--- src/pad_ctrl_pkg.sv ---
//~~~~~~~~~~~~~~~~~~~~~~~~~~~~~~~~~~~~~~~~~~~~~~~~~~~~~~~~~~
// Register map and attribute layout of the pad ring.
// The attribute and mux windows hold at most MAX_PAD pads each.
//~~~~~~~~~~~~~~~~~~~~~~~~~~~~~~~~~~~~~~~~~~~~~~~~~~~~~~~~~~
`default_nettype none

package pad_ctrl_pkg;

  // register bus geometry, in bits.
  localparam int ADDR_W = 8;
  localparam int DATA_W = 32;

  // per-pad register widths.
  localparam int ATTR_W = 8;
  localparam int MUX_W  = 4;

  // the bus addresses whole registers, one per word.
  // attribute of pad p sits at ATTR_BASE + p.
  localparam logic [ADDR_W-1:0] ATTR_BASE = 8'h00;

  // mux select of pad p sits at MUX_BASE + p.
  localparam logic [ADDR_W-1:0] MUX_BASE = 8'h40;

  // bit 0 sets the lock, which only reset clears again.
  localparam logic [ADDR_W-1:0] LOCK_ADDR = 8'hFF;

  // the two attribute bits that the ring itself interprets.
  // bits 7:2 carry drive strength and pull to the pad cells as they are.
  localparam int ATTR_IN_EN_BIT  = 0;
  localparam int ATTR_OE_OFF_BIT = 1;

  // reset state: input enabled, output enable not forced off.
  localparam logic [ATTR_W-1:0] ATTR_RESET = 8'h01;

  // reset state: every pad is driven by function 0.
  localparam logic [MUX_W-1:0] MUX_RESET = 4'h0;

  // the attribute window ends where the mux window starts.
  localparam int MAX_PAD = 64;

endpackage

`default_nettype wire

--- src/reg_bus_if.sv ---
//~~~~~~~~~~~~~~~~~~~~~~~~~~~~~~~~~~~~~~~~~~~~~~~~~~~~~~~~~~
// Strobe bus: one response exactly one cycle after each request.
// No back-pressure, so the completer must always answer in time.
//~~~~~~~~~~~~~~~~~~~~~~~~~~~~~~~~~~~~~~~~~~~~~~~~~~~~~~~~~~
`timescale 1ns/1ps
`default_nettype none

interface reg_bus_if;

  logic                              req_valid;
  logic                              req_write;
  logic [pad_ctrl_pkg::ADDR_W-1:0]   req_addr;
  logic [pad_ctrl_pkg::DATA_W-1:0]   req_wdata;

  logic                              rsp_valid;
  logic [pad_ctrl_pkg::DATA_W-1:0]   rsp_rdata;
  logic                              rsp_err;

  modport requester (
    output req_valid, req_write, req_addr, req_wdata,
    input  rsp_valid, rsp_rdata, rsp_err
  );

  modport completer (
    input  req_valid, req_write, req_addr, req_wdata,
    output rsp_valid, rsp_rdata, rsp_err
  );

endinterface

`default_nettype wire

--- src/pad_in_sync.sv ---
//~~~~~~~~~~~~~~~~~~~~~~~~~~~~~~~~~~~~~~~~~~~~~~~~~~~~~~~~~~
// Two-flop synchronizer, one bit per pad, no glitch filtering.
//~~~~~~~~~~~~~~~~~~~~~~~~~~~~~~~~~~~~~~~~~~~~~~~~~~~~~~~~~~
`timescale 1ns/1ps
`default_nettype none

module pad_in_sync #(
  parameter int NUM_PAD = 8
) (
  input  logic               clk_i,
  input  logic               rst_i,
  input  logic [NUM_PAD-1:0] pad_in_i,
  input  logic [NUM_PAD-1:0] in_en_i,
  output logic [NUM_PAD-1:0] pad_in_sync_o
);

  logic [NUM_PAD-1:0] meta_q;
  logic [NUM_PAD-1:0] sync_q;

  // the enable gates the second stage so that a disabled pad reads zero
  // on the first edge after its attribute changes.
  always_ff @(posedge clk_i) begin
    if (rst_i) begin
      meta_q <= '0;
      sync_q <= '0;
    end else begin
      meta_q <= pad_in_i;
      sync_q <= meta_q & in_en_i;
    end
  end

  assign pad_in_sync_o = sync_q;

endmodule

`default_nettype wire

--- src/pad_mux.sv ---
//~~~~~~~~~~~~~~~~~~~~~~~~~~~~~~~~~~~~~~~~~~~~~~~~~~~~~~~~~~
// Purely combinational function select for each pad.
// Selects at or above NUM_FUNC leave the pad undriven (zero).
//~~~~~~~~~~~~~~~~~~~~~~~~~~~~~~~~~~~~~~~~~~~~~~~~~~~~~~~~~~
`timescale 1ns/1ps
`default_nettype none

module pad_mux #(
  parameter int NUM_PAD  = 8,
  parameter int NUM_FUNC = 4
) (
  input  logic [NUM_FUNC-1:0][NUM_PAD-1:0]               func_out_i,
  input  logic [NUM_FUNC-1:0][NUM_PAD-1:0]               func_oe_i,
  output logic [NUM_FUNC-1:0][NUM_PAD-1:0]               func_in_o,
  input  logic [NUM_PAD-1:0][pad_ctrl_pkg::MUX_W-1:0]    pad_mux_i,
  input  logic [NUM_PAD-1:0][pad_ctrl_pkg::ATTR_W-1:0]   pad_attr_i,
  input  logic [NUM_PAD-1:0]                             pad_in_i,
  output logic [NUM_PAD-1:0]                             pad_out_o,
  output logic [NUM_PAD-1:0]                             pad_oe_o
);

  localparam int MW = pad_ctrl_pkg::MUX_W;

  if (NUM_FUNC < 1 || NUM_FUNC > (1 << MW)) begin : g_num_func_check
    $error("pad_mux: NUM_FUNC does not fit the mux select width");
  end

  always_comb begin
    pad_out_o = '0;
    pad_oe_o  = '0;
    func_in_o = '0;
    for (int p = 0; p < NUM_PAD; p++) begin
      for (int f = 0; f < NUM_FUNC; f++) begin
        if (int'(pad_mux_i[p]) == f) begin
          pad_out_o[p] = func_out_i[f][p];
          pad_oe_o[p]  = func_oe_i[f][p] & ~pad_attr_i[p][pad_ctrl_pkg::ATTR_OE_OFF_BIT];
          // the input goes back only to the function that owns the pad.
          func_in_o[f][p] = pad_in_i[p];
        end
      end
      // a pad with no valid function must never be driven.
      assert (int'(pad_mux_i[p]) < NUM_FUNC || !pad_oe_o[p])
        else $error("pad_mux: pad %0d driven with out of range select", p);
    end
  end

endmodule

`default_nettype wire

--- src/pad_control.sv ---
//~~~~~~~~~~~~~~~~~~~~~~~~~~~~~~~~~~~~~~~~~~~~~~~~~~~~~~~~~~
// Pad configuration registers behind the strobe bus.
// Once locked, writes fail with an error until the next reset.
//~~~~~~~~~~~~~~~~~~~~~~~~~~~~~~~~~~~~~~~~~~~~~~~~~~~~~~~~~~
`timescale 1ns/1ps
`default_nettype none

module pad_control #(
  parameter int NUM_PAD = 8
) (
  input  logic                                          clk_i,
  input  logic                                          rst_i,
  reg_bus_if.completer                                  bus,
  output logic [NUM_PAD-1:0][pad_ctrl_pkg::ATTR_W-1:0]  pad_attributes_o,
  output logic [NUM_PAD-1:0][pad_ctrl_pkg::MUX_W-1:0]   pad_muxes_o
);

  localparam int AW  = pad_ctrl_pkg::ADDR_W;
  localparam int DW  = pad_ctrl_pkg::DATA_W;
  localparam int ATW = pad_ctrl_pkg::ATTR_W;
  localparam int MW  = pad_ctrl_pkg::MUX_W;

  logic [NUM_PAD-1:0][ATW-1:0] attr_q;
  logic [NUM_PAD-1:0][MW-1:0]  mux_q;
  logic                        lock_q;

  logic [AW-1:0]               attr_off;
  logic [AW-1:0]               mux_off;
  logic [NUM_PAD-1:0]          attr_sel;
  logic [NUM_PAD-1:0]          mux_sel;
  logic                        lock_sel;
  logic                        req_err;
  logic                        wr_en;
  logic [DW-1:0]               rd_data;

  if (NUM_PAD < 1 || NUM_PAD > pad_ctrl_pkg::MAX_PAD) begin : g_num_pad_check
    $error("pad_control: NUM_PAD must be between 1 and MAX_PAD");
  end

  // offsets wrap below the base, so a single compare per pad is enough.
  assign attr_off = bus.req_addr - pad_ctrl_pkg::ATTR_BASE;
  assign mux_off  = bus.req_addr - pad_ctrl_pkg::MUX_BASE;
  assign lock_sel = (bus.req_addr == pad_ctrl_pkg::LOCK_ADDR);

  always_comb begin
    attr_sel = '0;
    mux_sel  = '0;
    rd_data  = '0;
    for (int p = 0; p < NUM_PAD; p++) begin
      if (attr_off == AW'(p)) begin
        attr_sel[p] = 1'b1;
        rd_data     = DW'(attr_q[p]);
      end
      if (mux_off == AW'(p)) begin
        mux_sel[p] = 1'b1;
        rd_data    = DW'(mux_q[p]);
      end
    end
    if (lock_sel) begin
      rd_data = DW'(lock_q);
    end
  end

  // unmapped addresses always fail; mapped ones fail only for writes under lock.
  assign req_err = ~((|attr_sel) | (|mux_sel) | lock_sel) | (bus.req_write & lock_q);
  assign wr_en   = bus.req_valid & bus.req_write & ~req_err;

  always_ff @(posedge clk_i) begin
    if (rst_i) begin
      attr_q <= {NUM_PAD{pad_ctrl_pkg::ATTR_RESET}};
      mux_q  <= {NUM_PAD{pad_ctrl_pkg::MUX_RESET}};
      lock_q <= 1'b0;
    end else if (wr_en) begin
      for (int p = 0; p < NUM_PAD; p++) begin
        if (attr_sel[p]) begin
          attr_q[p] <= bus.req_wdata[ATW-1:0];
        end
        if (mux_sel[p]) begin
          mux_q[p] <= bus.req_wdata[MW-1:0];
        end
      end
      if (lock_sel && bus.req_wdata[0]) begin
        lock_q <= 1'b1;
      end
    end
  end

  always_ff @(posedge clk_i) begin
    if (rst_i) begin
      bus.rsp_valid <= 1'b0;
      bus.rsp_err   <= 1'b0;
    end else begin
      bus.rsp_valid <= bus.req_valid;
      bus.rsp_err   <= bus.req_valid & req_err;
    end
  end

  // writes and failed requests return zero data.
  always_ff @(posedge clk_i) begin
    bus.rsp_rdata <= (bus.req_write | req_err) ? '0 : rd_data;
  end

  assign pad_attributes_o = attr_q;
  assign pad_muxes_o      = mux_q;

  // each request is answered on the following edge and nothing else is.
  assert property (@(posedge clk_i)
    !$past(rst_i) |-> (bus.rsp_valid == $past(bus.req_valid)))
    else $error("pad_control: response not one cycle after request");

  assert property (@(posedge clk_i) (!$past(rst_i) && $past(lock_q)) |-> lock_q)
    else $error("pad_control: lock cleared outside reset");

endmodule

`default_nettype wire

--- src/pad_ring.sv ---
//~~~~~~~~~~~~~~~~~~~~~~~~~~~~~~~~~~~~~~~~~~~~~~~~~~~~~~~~~~
// Pad ring top. Pads are numbered 0 to NUM_PAD-1, functions
// 0 to NUM_FUNC-1; analog pads are not handled here.
//~~~~~~~~~~~~~~~~~~~~~~~~~~~~~~~~~~~~~~~~~~~~~~~~~~~~~~~~~~
`timescale 1ns/1ps
`default_nettype none

module pad_ring #(
  parameter int NUM_PAD  = 8,
  parameter int NUM_FUNC = 4
) (
  input  logic                                          clk_i,
  input  logic                                          rst_i,

  input  logic                                          req_valid_i,
  input  logic                                          req_write_i,
  input  logic [pad_ctrl_pkg::ADDR_W-1:0]               req_addr_i,
  input  logic [pad_ctrl_pkg::DATA_W-1:0]               req_wdata_i,
  output logic                                          rsp_valid_o,
  output logic [pad_ctrl_pkg::DATA_W-1:0]               rsp_rdata_o,
  output logic                                          rsp_err_o,

  input  logic [NUM_FUNC-1:0][NUM_PAD-1:0]              func_out_i,
  input  logic [NUM_FUNC-1:0][NUM_PAD-1:0]              func_oe_i,
  output logic [NUM_FUNC-1:0][NUM_PAD-1:0]              func_in_o,

  input  logic [NUM_PAD-1:0]                            pad_in_i,
  output logic [NUM_PAD-1:0]                            pad_out_o,
  output logic [NUM_PAD-1:0]                            pad_oe_o,
  output logic [NUM_PAD-1:0][pad_ctrl_pkg::ATTR_W-1:0]  pad_attributes_o,
  output logic [NUM_PAD-1:0][pad_ctrl_pkg::MUX_W-1:0]   pad_muxes_o
);

  logic [NUM_PAD-1:0][pad_ctrl_pkg::ATTR_W-1:0] attr;
  logic [NUM_PAD-1:0][pad_ctrl_pkg::MUX_W-1:0]  mux;
  logic [NUM_PAD-1:0]                           in_en;
  logic [NUM_PAD-1:0]                           pad_in_sync;

  reg_bus_if bus ();

  assign bus.req_valid = req_valid_i;
  assign bus.req_write = req_write_i;
  assign bus.req_addr  = req_addr_i;
  assign bus.req_wdata = req_wdata_i;
  assign rsp_valid_o   = bus.rsp_valid;
  assign rsp_rdata_o   = bus.rsp_rdata;
  assign rsp_err_o     = bus.rsp_err;

  for (genvar p = 0; p < NUM_PAD; p++) begin : g_in_en
    assign in_en[p] = attr[p][pad_ctrl_pkg::ATTR_IN_EN_BIT];
  end

  pad_control #(
    .NUM_PAD (NUM_PAD)
  ) u_pad_control (
    .clk_i            (clk_i),
    .rst_i            (rst_i),
    .bus              (bus.completer),
    .pad_attributes_o (attr),
    .pad_muxes_o      (mux)
  );

  pad_in_sync #(
    .NUM_PAD (NUM_PAD)
  ) u_pad_in_sync (
    .clk_i         (clk_i),
    .rst_i         (rst_i),
    .pad_in_i      (pad_in_i),
    .in_en_i       (in_en),
    .pad_in_sync_o (pad_in_sync)
  );

  pad_mux #(
    .NUM_PAD  (NUM_PAD),
    .NUM_FUNC (NUM_FUNC)
  ) u_pad_mux (
    .func_out_i (func_out_i),
    .func_oe_i  (func_oe_i),
    .func_in_o  (func_in_o),
    .pad_mux_i  (mux),
    .pad_attr_i (attr),
    .pad_in_i   (pad_in_sync),
    .pad_out_o  (pad_out_o),
    .pad_oe_o   (pad_oe_o)
  );

  assign pad_attributes_o = attr;
  assign pad_muxes_o      = mux;

endmodule

`default_nettype wire

--- config.mk ---
export PLATFORM = sky130hd
export DESIGN_NAME = pad_ring
export DESIGN_NICKNAME = d
export VERILOG_FILES = /design/src/pad_ctrl_pkg.sv /design/src/reg_bus_if.sv /design/src/pad_in_sync.sv /design/src/pad_mux.sv /design/src/pad_control.sv /design/src/pad_ring.sv
export SDC_FILE = /design/constraint.sdc
export NUM_CORES = 1
export LEC_CHECK = 0
export BUFFER_PORTS_ARGS = -buffer_cell sky130_fd_sc_hd__buf_2
export CAP_MARGIN = 20
export CORE_MARGIN = 2
export CORE_UTILIZATION = 43
export DETAILED_ROUTE_END_ITERATION = 6
export GPL_TIMING_DRIVEN = 0
export PLACE_DENSITY = 0.89
export SYNTH_ARGS = -nofsm -noshare
export SYNTH_HDL_FRONTEND = slang
export SYNTH_SLANG_ARGS = --single-unit
--- constraint.sdc ---
create_clock -name clk_i -period 2 [get_ports clk_i]
set_input_delay 0.5 -clock clk_i [delete_from_list [all_inputs] [get_ports clk_i]]
set_output_delay 0.5 -clock clk_i [all_outputs]
set_load 0.01 [all_outputs]
==> results.yml, run 1 <==
timing:
  worst_slack_ns: -0.120
  tns_ns: -1.13
  finalCriticalPeriod_ns: 2.12
  rsz0062_at_grt: "true"
  finalCritPeriodShare: 1.06
  worst_pin_slew_ns: 0.779
  finalSetupViolations: 16
  relSlewSlack: 0.481
  clock_skew_ns: 0.0108
  final_max_slew_viol_count: 0
  fmax_mhz: 472
  final-hold-violation-count: 0
clock_tree:
  clkLatencyLatePin_ns: 0.43
  root_buffer: "clkbuf_16"
  hold_buffers: 0
  clock_sinks: 123
  numCtsBuffers: 17
  cts_tree: "built"
  cts.clk_slew.worst_paths_ns: 0.06
  clock_path_buffers: 2
  h-tree-depth: 4
routing:
  drtIter0Drc: 552
  drt-total-wl_um: 24500
  drc: 0
  via_count: 7029
  wl_per_cell_um: 20.1
  drtAntennaViolNets: 0
  drtPass1Iterations: 6
  avgViaCountPerCell: 5.76
yosys:
  synth_cells: 739
  yosys.area.top_type: "dfxtp_1"
  yosys_warnings: 0
  yosys_register_bits: 123
  synth_top_area_share: 0.379
  yosysSeqAreaShare: 0.379
  syn_area_mm2: 0.00649
  synth_edf_count: 0
  syn_avg_cell_area_um2: 8.78
  netlist_top_cells_area: "dfxtp_1, mux2i_1, nor2_1"
  ys.flop_type: "dfxtp_1"
  ys_types: 62
  async_flop_share: 0
setup_path:
  crit_chain: "mux4_2 -> and3b_1 -> buf_2"
  r2r_start: "u_pad_control.lock_q$_SDFFE_PP0P_"
  critical_path_class: "flip-flop to primary output"
  cp_data_required_time_ns: 1.50
  cp.arrival_ns: 1.62
  r2r_cells: 6
  cp-end-kind: "primary output"
  critical-path-max-stage-delay_ns: 0.51
  crit_path_max_fanout: 5
  r2r_setup_slack_ns: 0.20
  startpoint_type: "flip-flop"
  crit_slowest_cell: "mux4_2"
  reg2reg_to: "u_pad_control.pad_muxes_o[26]$_SDFFE_PP0P_"
layout:
  area_growth_pct: 39.1
  fin_area_mm2: 0.00902
  multi_input_area_mm2: 0.00392
  area.sequential_mm2: 0.00250
  fin_nets: 1140
  fillerInstances: 1266
  diodes: 0
  drive_gt1_frac: 0.424
place:
  place_congestion: 0.988
  port_buffers: 237
  place_area_mm2: 0.00801
  dp_hpwl_um: 18100
global_route:
  grt_antenna_before_repair: 0
  track_usage: 0.296
  grt_max_degree: 17
  grt_pass1_wl_um: 36700
  overflow: 0
  grt_pass1_vias: 6665
hold_path:
  holdPathEnd: "u_pad_in_sync.meta_q[6]$_SDFF_PP0_"
  hold_depth: 2
  worstHoldPathType: "primary input to flip-flop"
  worstHoldStart: "pad_in_i[6]"
floorplan:
  core_area_mm2: 0.0146
  die_h_um: 127
  die_x_um: 127
  initial_core_util: 0.443
  num_io_pins: 294
  rows: 44
  die-area_mm2: 0.0161
pwr:
  vdd_drop_max_v: 0.000599
  leakage_nw: 4.20
  totalPowerFinal_mw: 5.95
  powerDensity_mw_per_mm2: 660
flow_run:
  cap_violations: 0
status:
  failed_checks: "negative setup slack"
  status: "finished, violations left"
==> cell usage in the layout (no fill, tap or decap), drive strengths merged, types with 17 or more instances in the layout <==
| cell | instances |
|---|---|
| a21oi | 49 |
| buf | 305 |
| clkbuf | 42 |
| conb | 24 |
| dfxtp | 123 |
| mux2i | 72 |
| nand2 | 60 |
| nand3 | 30 |
| nor2 | 107 |
| nor2b | 17 |
| nor3 | 18 |
| nor3b | 17 |
==> metal layers <==
layer / vias up / wire [um] / GRT usage
li1: 3185 / - / -
met2: 420 / 11700 / 0.489
met4: 0 / 718 / 0.113
met3: 64 / 2470 / 0.0865
met1: 3360 / 9600 / 0.365
met5: - / 0 / 0
==> synthesized netlist by cell type, types with 16 or more instances <==
library cell	count
clkbuf_1	31
buf_4	26
mux2i_1	72
nor3_1	17
nor2b_1	17
a21oi_1	49
nand3_1	29
mux4_2	16
buf_2	24
nor3b_1	17
dfxtp_1	123
nand2_1	59
nor2_1	100
==> stage by stage <==
step	hold slack, ns	util	std cells	setup WS (ns)
floorplan	0.437	-	762	-0.0115
global placement	0.446	0.547	1183	-0.828
detailed placement	0.454	0.547	1183	-0.786
CTS	0.272	0.601	1220	-0.159
global route	0.279	0.616	1220	-0.163
finish	0.273	0.616	1220	-0.120
==> worst max-delay path by stage <==
| stage | start | end | slack, ns |
|---|---|---|---|
| 4_1_cts | u_pad_control.pad_muxes_o[24]$_SDFFE_PP0P_ | pad_oe_o[6] | -0.16 |
| 2_1_floorplan | req_addr_i[4] | u_pad_control.pad_attributes_o[56]$_SDFFE_PP1P_ | -0.01 |
| 3_5_place_dp | req_addr_i[4] | u_pad_control.pad_attributes_o[56]$_SDFFE_PP1P_ | -0.79 |
| 3_3_place_gp | req_addr_i[0] | u_pad_control.bus.rsp_rdata[1]$_SDFF_PP0_ | -0.83 |
| 6_report | u_pad_control.pad_muxes_o[28]$_SDFFE_PP0P_ | pad_oe_o[7] | -0.12 |
| 5_1_grt | u_pad_control.pad_muxes_o[28]$_SDFFE_PP0P_ | pad_oe_o[7] | -0.16 |
==> sequential cells by signal, summed over array words and instances (netlist names) <==
| name | count |
|---|---|
| u_pad_control.bus.rsp_rdata | 8 |
| u_pad_control.bus.rsp_valid | 1 |
| u_pad_in_sync.meta_q | 8 |
| u_pad_control.lock_q | 1 |
| u_pad_control.bus.rsp_err | 1 |
| u_pad_control.pad_muxes_o | 32 |
| u_pad_in_sync.pad_in_sync_o | 8 |
| u_pad_control.pad_attributes_o | 64 |
==> timing repair <==
action / CTS / global route
resized for setup: 47 / 67
buffers inserted: 17 / 6
endpoints found under the setup margin: 113 / 108
pin swaps: 8 / 6
==> worst max-delay path, delay by kind of cell, from the launching register on <==
kind	cells	cell delay, ns
DFF	1	0.38
muxes	1	0.51
and+or+nand+nor	1	0.17
buffers and inverters	1	0.13
==> power breakdown <==
| group | internal (mW) | switching, mW |
|---|---|---|
| Sequential | 2.46 | 0.00637 |
| Clock | 1.79 | 1.13 |
| Combinational | 0.228 | 0.336 |
| Total | 4.48 | 1.47 |
==> cell families (layout without fill, tap and decap cells) <==
| kind of cell | count (synthesis) | after routing | synth area share |
|---|---|---|---|
| other | 1 | 24 | 0.000578 |
| AND/OR/NAND/NOR | 304 | 304 | 0.243 |
| AO/OA/AOI/OAI | 128 | 128 | 0.130 |
| flip-flops | 123 | 123 | 0.379 |
| buffers and inverters | 90 | 364 | 0.0717 |
| multiplexers | 93 | 93 | 0.175 |
==> layout make-up <==
class | instances | share of cell area
well taps | 184 | 0.0255
flip-flops and latches | 123 | 0.277
multi-input cells | 549 | 0.434
plain buffers | 67 | 0.0434
inverters | 7 | 0.00291
clock inverters | 10 | 0.0103
clock buffers | 21 | 0.0521
repair buffers | 259 | 0.154
(Power assumes the default switching activity.)
==> run 2: changes to the inputs <==
--- a/config.mk
+++ b/config.mk
@@ -8,7 +8,7 @@
 export BUFFER_PORTS_ARGS = -buffer_cell sky130_fd_sc_hd__buf_2
 export CAP_MARGIN = 20
 export CORE_MARGIN = 2
-export CORE_UTILIZATION = 43
+export CORE_UTILIZATION = 51
 export DETAILED_ROUTE_END_ITERATION = 6
 export GPL_TIMING_DRIVEN = 0
 export PLACE_DENSITY = 0.89
==> constraint.sdc (replaced) <==
create_clock -name clk_i -period 2.55 [get_ports clk_i]
set_input_delay 0.6375 -clock clk_i [delete_from_list [all_inputs] [get_ports clk_i]]
set_output_delay 0.6375 -clock clk_i [all_outputs]
set_load 0.01 [all_outputs]
==> run 2 against run 1 <==
Net effect: flip-flop and latch count stayed put; sequential power fell by 21%; global-route usage grew 5.2 points; clock power shrank 11%; total power is 17% lower; the run now ends clean; sequential share of layout area up 0.77 points; clock skew shrank 0.0034 ns; hold slack gained 0.15 ns; non-clock buffer count fell by 7.
==> results.yml, run 2 (same netlist as run 1, synthesis figures left out) <==
floorplan:
  die_x_um: 117
  core_area_mm2: 0.0125
  num_io_pins: 294
  initial_core_util: 0.518
  die-area_mm2: 0.0136
  rows: 41
  die_h_um: 117
global_route:
  grt_max_degree: 17
  grt_pass1_vias: 6420
  grt_antenna_before_repair: 0
  track_usage: 0.347
  grt_pass1_wl_um: 35500
  top_usage_layer: "met2"
  grtUsageMet3: 0.0906
  met1_usage: 0.442
  overflow: 0
  grt_use_met2: 0.573
clock_tree:
  clock_sinks: 123
  clkLatencyLatePin_ns: 0.43
  cts.clk_slew.worst_paths_ns: 0.06
  h-tree-depth: 4
  numCtsBuffers: 17
  cts_tree: "built"
  root_buffer: "clkbuf_16"
  clock_path_buffers: 2
  hold_buffers: 0
setup_path:
  critical-path-max-stage-delay_ns: 0.56
  crit_family: "multiplexers"
  cp_data_required_time_ns: 1.91
  crit_path_max_fanout: 9
  crit_buf_inv: 1
  crit_slowest_cell: "mux4_2"
  cp-end-kind: "primary output"
  cp.arrival_ns: 1.82
  startpoint_type: "flip-flop"
  critical_path_class: "flip-flop to primary output"
  crit_chain: "mux4_2 -> and2_1 -> buf_2"
pwr:
  leakage_nw: 4.05
  totalPowerFinal_mw: 4.95
  powerDensity_mw_per_mm2: 573
  vdd_drop_max_v: 0.000570
place:
  dp_hpwl_um: 17500
  port_buffers: 237
  place_congestion: 0.978
  place_ws_ns: -0.444
status:
  status: "complete, no violations"
timing:
  final-hold-violation-count: 0
  worst_pin_slew_ns: 0.717
  finalCriticalPeriod_ns: 2.46
  worst_slack_ns: 0.0914
  relSlewSlack: 0.521
  finalSetupViolations: 0
  fmax_mhz: 407
  finalCritPeriodShare: 0.964
  rsz0062_at_grt: "false"
  final_max_slew_viol_count: 0
  clock_skew_ns: 0.00742
layout:
  final_common_cell: "buf_2"
  largest_register_ffs: 64
  diodes: 0
  drive_gt1_frac: 0.350
  final_cell_mix: "buf_2, dfxtp_1, nor2_1"
  fin_nets: 1133
  area_growth_pct: 33.1
routing:
  avgViaCountPerCell: 5.85
  wl_per_cell_um: 19.8
  via_count: 7028
  drtIter0Drc: 709
  drc: 0
  drtPass1Iterations: 6
  drt-total-wl_um: 23800
  drtAntennaViolNets: 0
hold_path:
  worstHoldPathType: "primary input to flip-flop"
flow_run:
  cap_violations: 0
-- run 2: cell count changes in the layout (fill, tap and decap cells not counted), sizes merged --
cell	change
clkinv	+1
bufinv	+3
clkbuf	+4
buf	-14
-- run 2: metrics by stage --
stage	area, um2	TNS (ns)	instances	utilization	hold slack [ns]
4_1_cts	8610	0	1200	0.688	0.412
5_1_grt	8640	0	1202	0.690	0.426
3_3_place_gp	7980	-15.24	1171	0.637	0.443
2_1_floorplan	6580	0	762	-	0.437
3_5_place_dp	7980	-16.61	1171	0.637	0.455
6_report	8640	0	1202	0.690	0.419
-- run 2: final cells by class --
class	instances	area, um2
Buffer	80	428
Clock buffer	18	439
Clock inverter	14	195
Fill cell	1068	3880
Inverter	7	26.3
Multi-Input combinational cell	549	3670
Sequential cell	123	2460
Tap cell	172	215
Timing Repair Buffer	239	1200
-- run 2: routing by layer --
layer | routed length, um | up-vias
li1 | - | 3154
met2 | 11300 | 481
met3 | 2660 | 66
met4 | 702 | 0
met1 | 9180 | 3327
met5 | 0 | -
-- run 2: power breakdown --
group          total, mW  switching (mW)  internal (mW)
clock network       2.59           0.933           1.66
registers           1.94         0.00467           1.94
logic              0.414           0.250          0.164
total               4.95            1.19           3.76
-- run 2: worst reg2reg max path: stages, from the launching register on --
cell      delay [ns]
dfxtp_1         0.33
nand3b_1        0.36
o21ba_2         0.35
buf_2           0.26
nand3_2         0.35
mux2i_1         0.29
nor2_1          0.06
-- run 2: path summary, 6_finish.rpt --
check                                                           startpoint  cells past startpoint                                               to  slack (ns)
worst max-delay path            u_pad_control.pad_muxes_o[28]$_SDFFE_PP0P_                      3                                     pad_out_o[7]        0.09
worst min register to register          u_pad_in_sync.meta_q[5]$_SDFF_PP0_                      1        u_pad_in_sync.pad_in_sync_o[5]$_SDFF_PP0_        0.46
worst max register to register           u_pad_control.lock_q$_SDFFE_PP0P_                      6  u_pad_control.pad_attributes_o[30]$_SDFFE_PP0P_        0.42
worst min-delay path                                           pad_in_i[1]                      2               u_pad_in_sync.meta_q[1]$_SDFF_PP0_        0.42
-- run 2: what timing repair did --
action,CTS,global route
gates resized for setup,1,3
gates cloned,0,0
setup endpoints to repair,9,12
setup buffers,0,2
pin swaps,0,1
==> run 3: changes to the inputs <==
--- a/config.mk
+++ b/config.mk
@@ -8,10 +8,11 @@
 export BUFFER_PORTS_ARGS = -buffer_cell sky130_fd_sc_hd__buf_2
 export CAP_MARGIN = 20
 export CORE_MARGIN = 2
-export CORE_UTILIZATION = 51
+export CORE_UTILIZATION = 53
+export CTS_BUF_LIST = sky130_fd_sc_hd__clkbuf_4 sky130_fd_sc_hd__clkbuf_8
 export DETAILED_ROUTE_END_ITERATION = 6
 export GPL_TIMING_DRIVEN = 0
-export PLACE_DENSITY = 0.89
+export PLACE_DENSITY = 0.92
 export SYNTH_ARGS = -nofsm -noshare
 export SYNTH_HDL_FRONTEND = slang
 export SYNTH_SLANG_ARGS = --single-unit
==> run 3 against run 2 <==
Net effect: via count grew 0.40%; clock skew up 0.0048 ns; final cell count is 1.9% lower; register-to-register slack hardly changed; utilization is 1.6 points higher; first-iteration DRC count down 0.42%; critical path depth increased by 1; critical endpoint is now pad_oe_o[1].
==> results.yml, run 3 (same netlist as run 1, synthesis figures left out) <==
routing:
  avgViaCountPerCell: 5.98
  wl_per_cell_um: 20.4
  drtIter0Drc: 706
  drtPass1Iterations: 6
  via_count: 7056
  drc: 0
  drtAntennaViolNets: 0
  drt-total-wl_um: 24000
timing:
  fmax_mhz: 405
  rsz0062_at_grt: "false"
  finalCritPeriodShare: 0.969
  final_max_slew_viol_count: 0
  finalSetupViolations: 0
  clock_skew_ns: 0.0122
  worst_slack_ns: 0.0781
  finalCriticalPeriod_ns: 2.47
  final-hold-violation-count: 0
  relSlewSlack: 0.468
  whs_ns: 0.384
  worst_pin_slew_ns: 0.797
  tns_ns: 0
layout:
  fin_nets: 1135
  fin_area_mm2: 0.00844
  final_cell_mix: "buf_2, dfxtp_1, nor2_1"
  diodes: 0
  largest_register_ffs: 64
  final_common_cell: "buf_2"
  area_growth_pct: 30.0
  finalNonFillerCells: 1179
  drive_gt1_frac: 0.354
  utilization: 0.706
  fillerInstances: 952
floorplan:
  core_area_mm2: 0.0120
  die_x_um: 115
  rows: 40
  die-area_mm2: 0.0131
  num_io_pins: 294
  initial_core_util: 0.543
  die_h_um: 115
place:
  place_inst: 1146
  port_buffers: 237
  dp_hpwl_um: 17800
  place_congestion: 0.967
  place_ws_ns: -0.456
  place_area_mm2: 0.00795
global_route:
  grt_antenna_before_repair: 0
  track_usage: 0.356
  grt_max_degree: 17
  grt_pass1_vias: 6470
  overflow: 0
  grt_pass1_wl_um: 35700
setup_path:
  critical_path_class: "flip-flop to primary output"
  r2r_setup_slack_ns: 0.42
  cp-end-kind: "primary output"
  reg2reg_to: "u_pad_control.pad_attributes_o[26]$_SDFFE_PP0P_"
  r2r_start: "u_pad_control.lock_q$_SDFFE_PP0P_"
  crit_path_max_fanout: 8
  r2r_cells: 6
  cp_data_required_time_ns: 1.91
  startpoint_type: "flip-flop"
  cp.arrival_ns: 1.83
hold_path:
  worstHoldStart: "pad_in_i[0]"
  worstHoldPathType: "primary input to flip-flop"
  holdPathEnd: "u_pad_in_sync.meta_q[0]$_SDFF_PP0_"
  hold_depth: 2
pwr:
  totalPowerFinal_mw: 4.31
  leakage_nw: 3.97
  powerDensity_mw_per_mm2: 511
  vdd_drop_max_v: 0.000441
clock_tree:
  cts.clk_slew.worst_paths_ns: 0.08
  clock_path_buffers: 2
  clock_sinks: 123
  h-tree-depth: 4
  clkLatencyLatePin_ns: 0.46
  root_buffer: "clkbuf_8"
  numCtsBuffers: 17
  cts_tree: "built"
status:
  status: "complete, no violations"
flow_run:
  cap_violations: 0
==> run 3: timing repair <==
| action | in CTS | in global routing |
|---|---|---|
| hold endpoints to repair | 0 | 0 |
| buffers inserted | 0 | 5 |
| hold buffers | 0 | 0 |
| pin swaps | 0 | 1 |
| endpoints found under the setup margin | 10 | 32 |
| gates resized for setup | 1 | 6 |
==> run 3: worst max-delay path, cell delays in order (launching register included) <==
cell and delay (ns):
dfxtp_1 0.33, buf_2 0.20, mux4_2 0.53, and3_1 0.18, buf_2 0.13
==> run 3: per-layer routing <==
metal | up-vias | global-route usage | wire (um)
li1 | 3160 | - | -
met1 | 3334 | 0.437 | 9080
met2 | 483 | 0.599 | 11600
met3 | 79 | 0.0863 | 2530
met4 | 0 | 0.149 | 818
met5 | - | 0 | 0
==> run 3: worst max path at each step <==
stage / start / cells after the start / to
3_5_place_dp: req_addr_i[4] / 9 / u_pad_control.pad_attributes_o[56]$_SDFFE_PP1P_
5_1_grt: u_pad_control.pad_muxes_o[20]$_SDFFE_PP0P_ / 3 / pad_oe_o[5]
3_3_place_gp: req_addr_i[4] / 9 / u_pad_control.pad_attributes_o[56]$_SDFFE_PP1P_
6_report: u_pad_control.pad_muxes_o[4]$_SDFFE_PP0P_ / 4 / pad_oe_o[1]
4_1_cts: u_pad_control.pad_muxes_o[28]$_SDFFE_PP0P_ / 3 / pad_oe_o[7]
2_1_floorplan: req_addr_i[3] / 7 / u_pad_control.pad_muxes_o[24]$_SDFFE_PP0P_
==> run 3: layout make-up <==
cell class / instances / area (um2) / share of cell area
Inverter: 7 / 26.3 / 0.00311
Sequential cell: 123 / 2460 / 0.292
Clock buffer: 19 / 255 / 0.0302
Clock inverter: 13 / 190 / 0.0225
Timing Repair Buffer: 242 / 1220 / 0.145
Multi-Input combinational cell: 549 / 3670 / 0.434
Tap cell: 147 / 184 / 0.0218
Buffer: 79 / 429 / 0.0509
==> run 3: power breakdown <==
part	leakage, nW	total, mW	internal [mW]	switching, mW
combinational	2.77	0.419	0.166	0.253
sequential	0.996	1.94	1.93	0.00436
clock	0.212	1.95	1.11	0.845
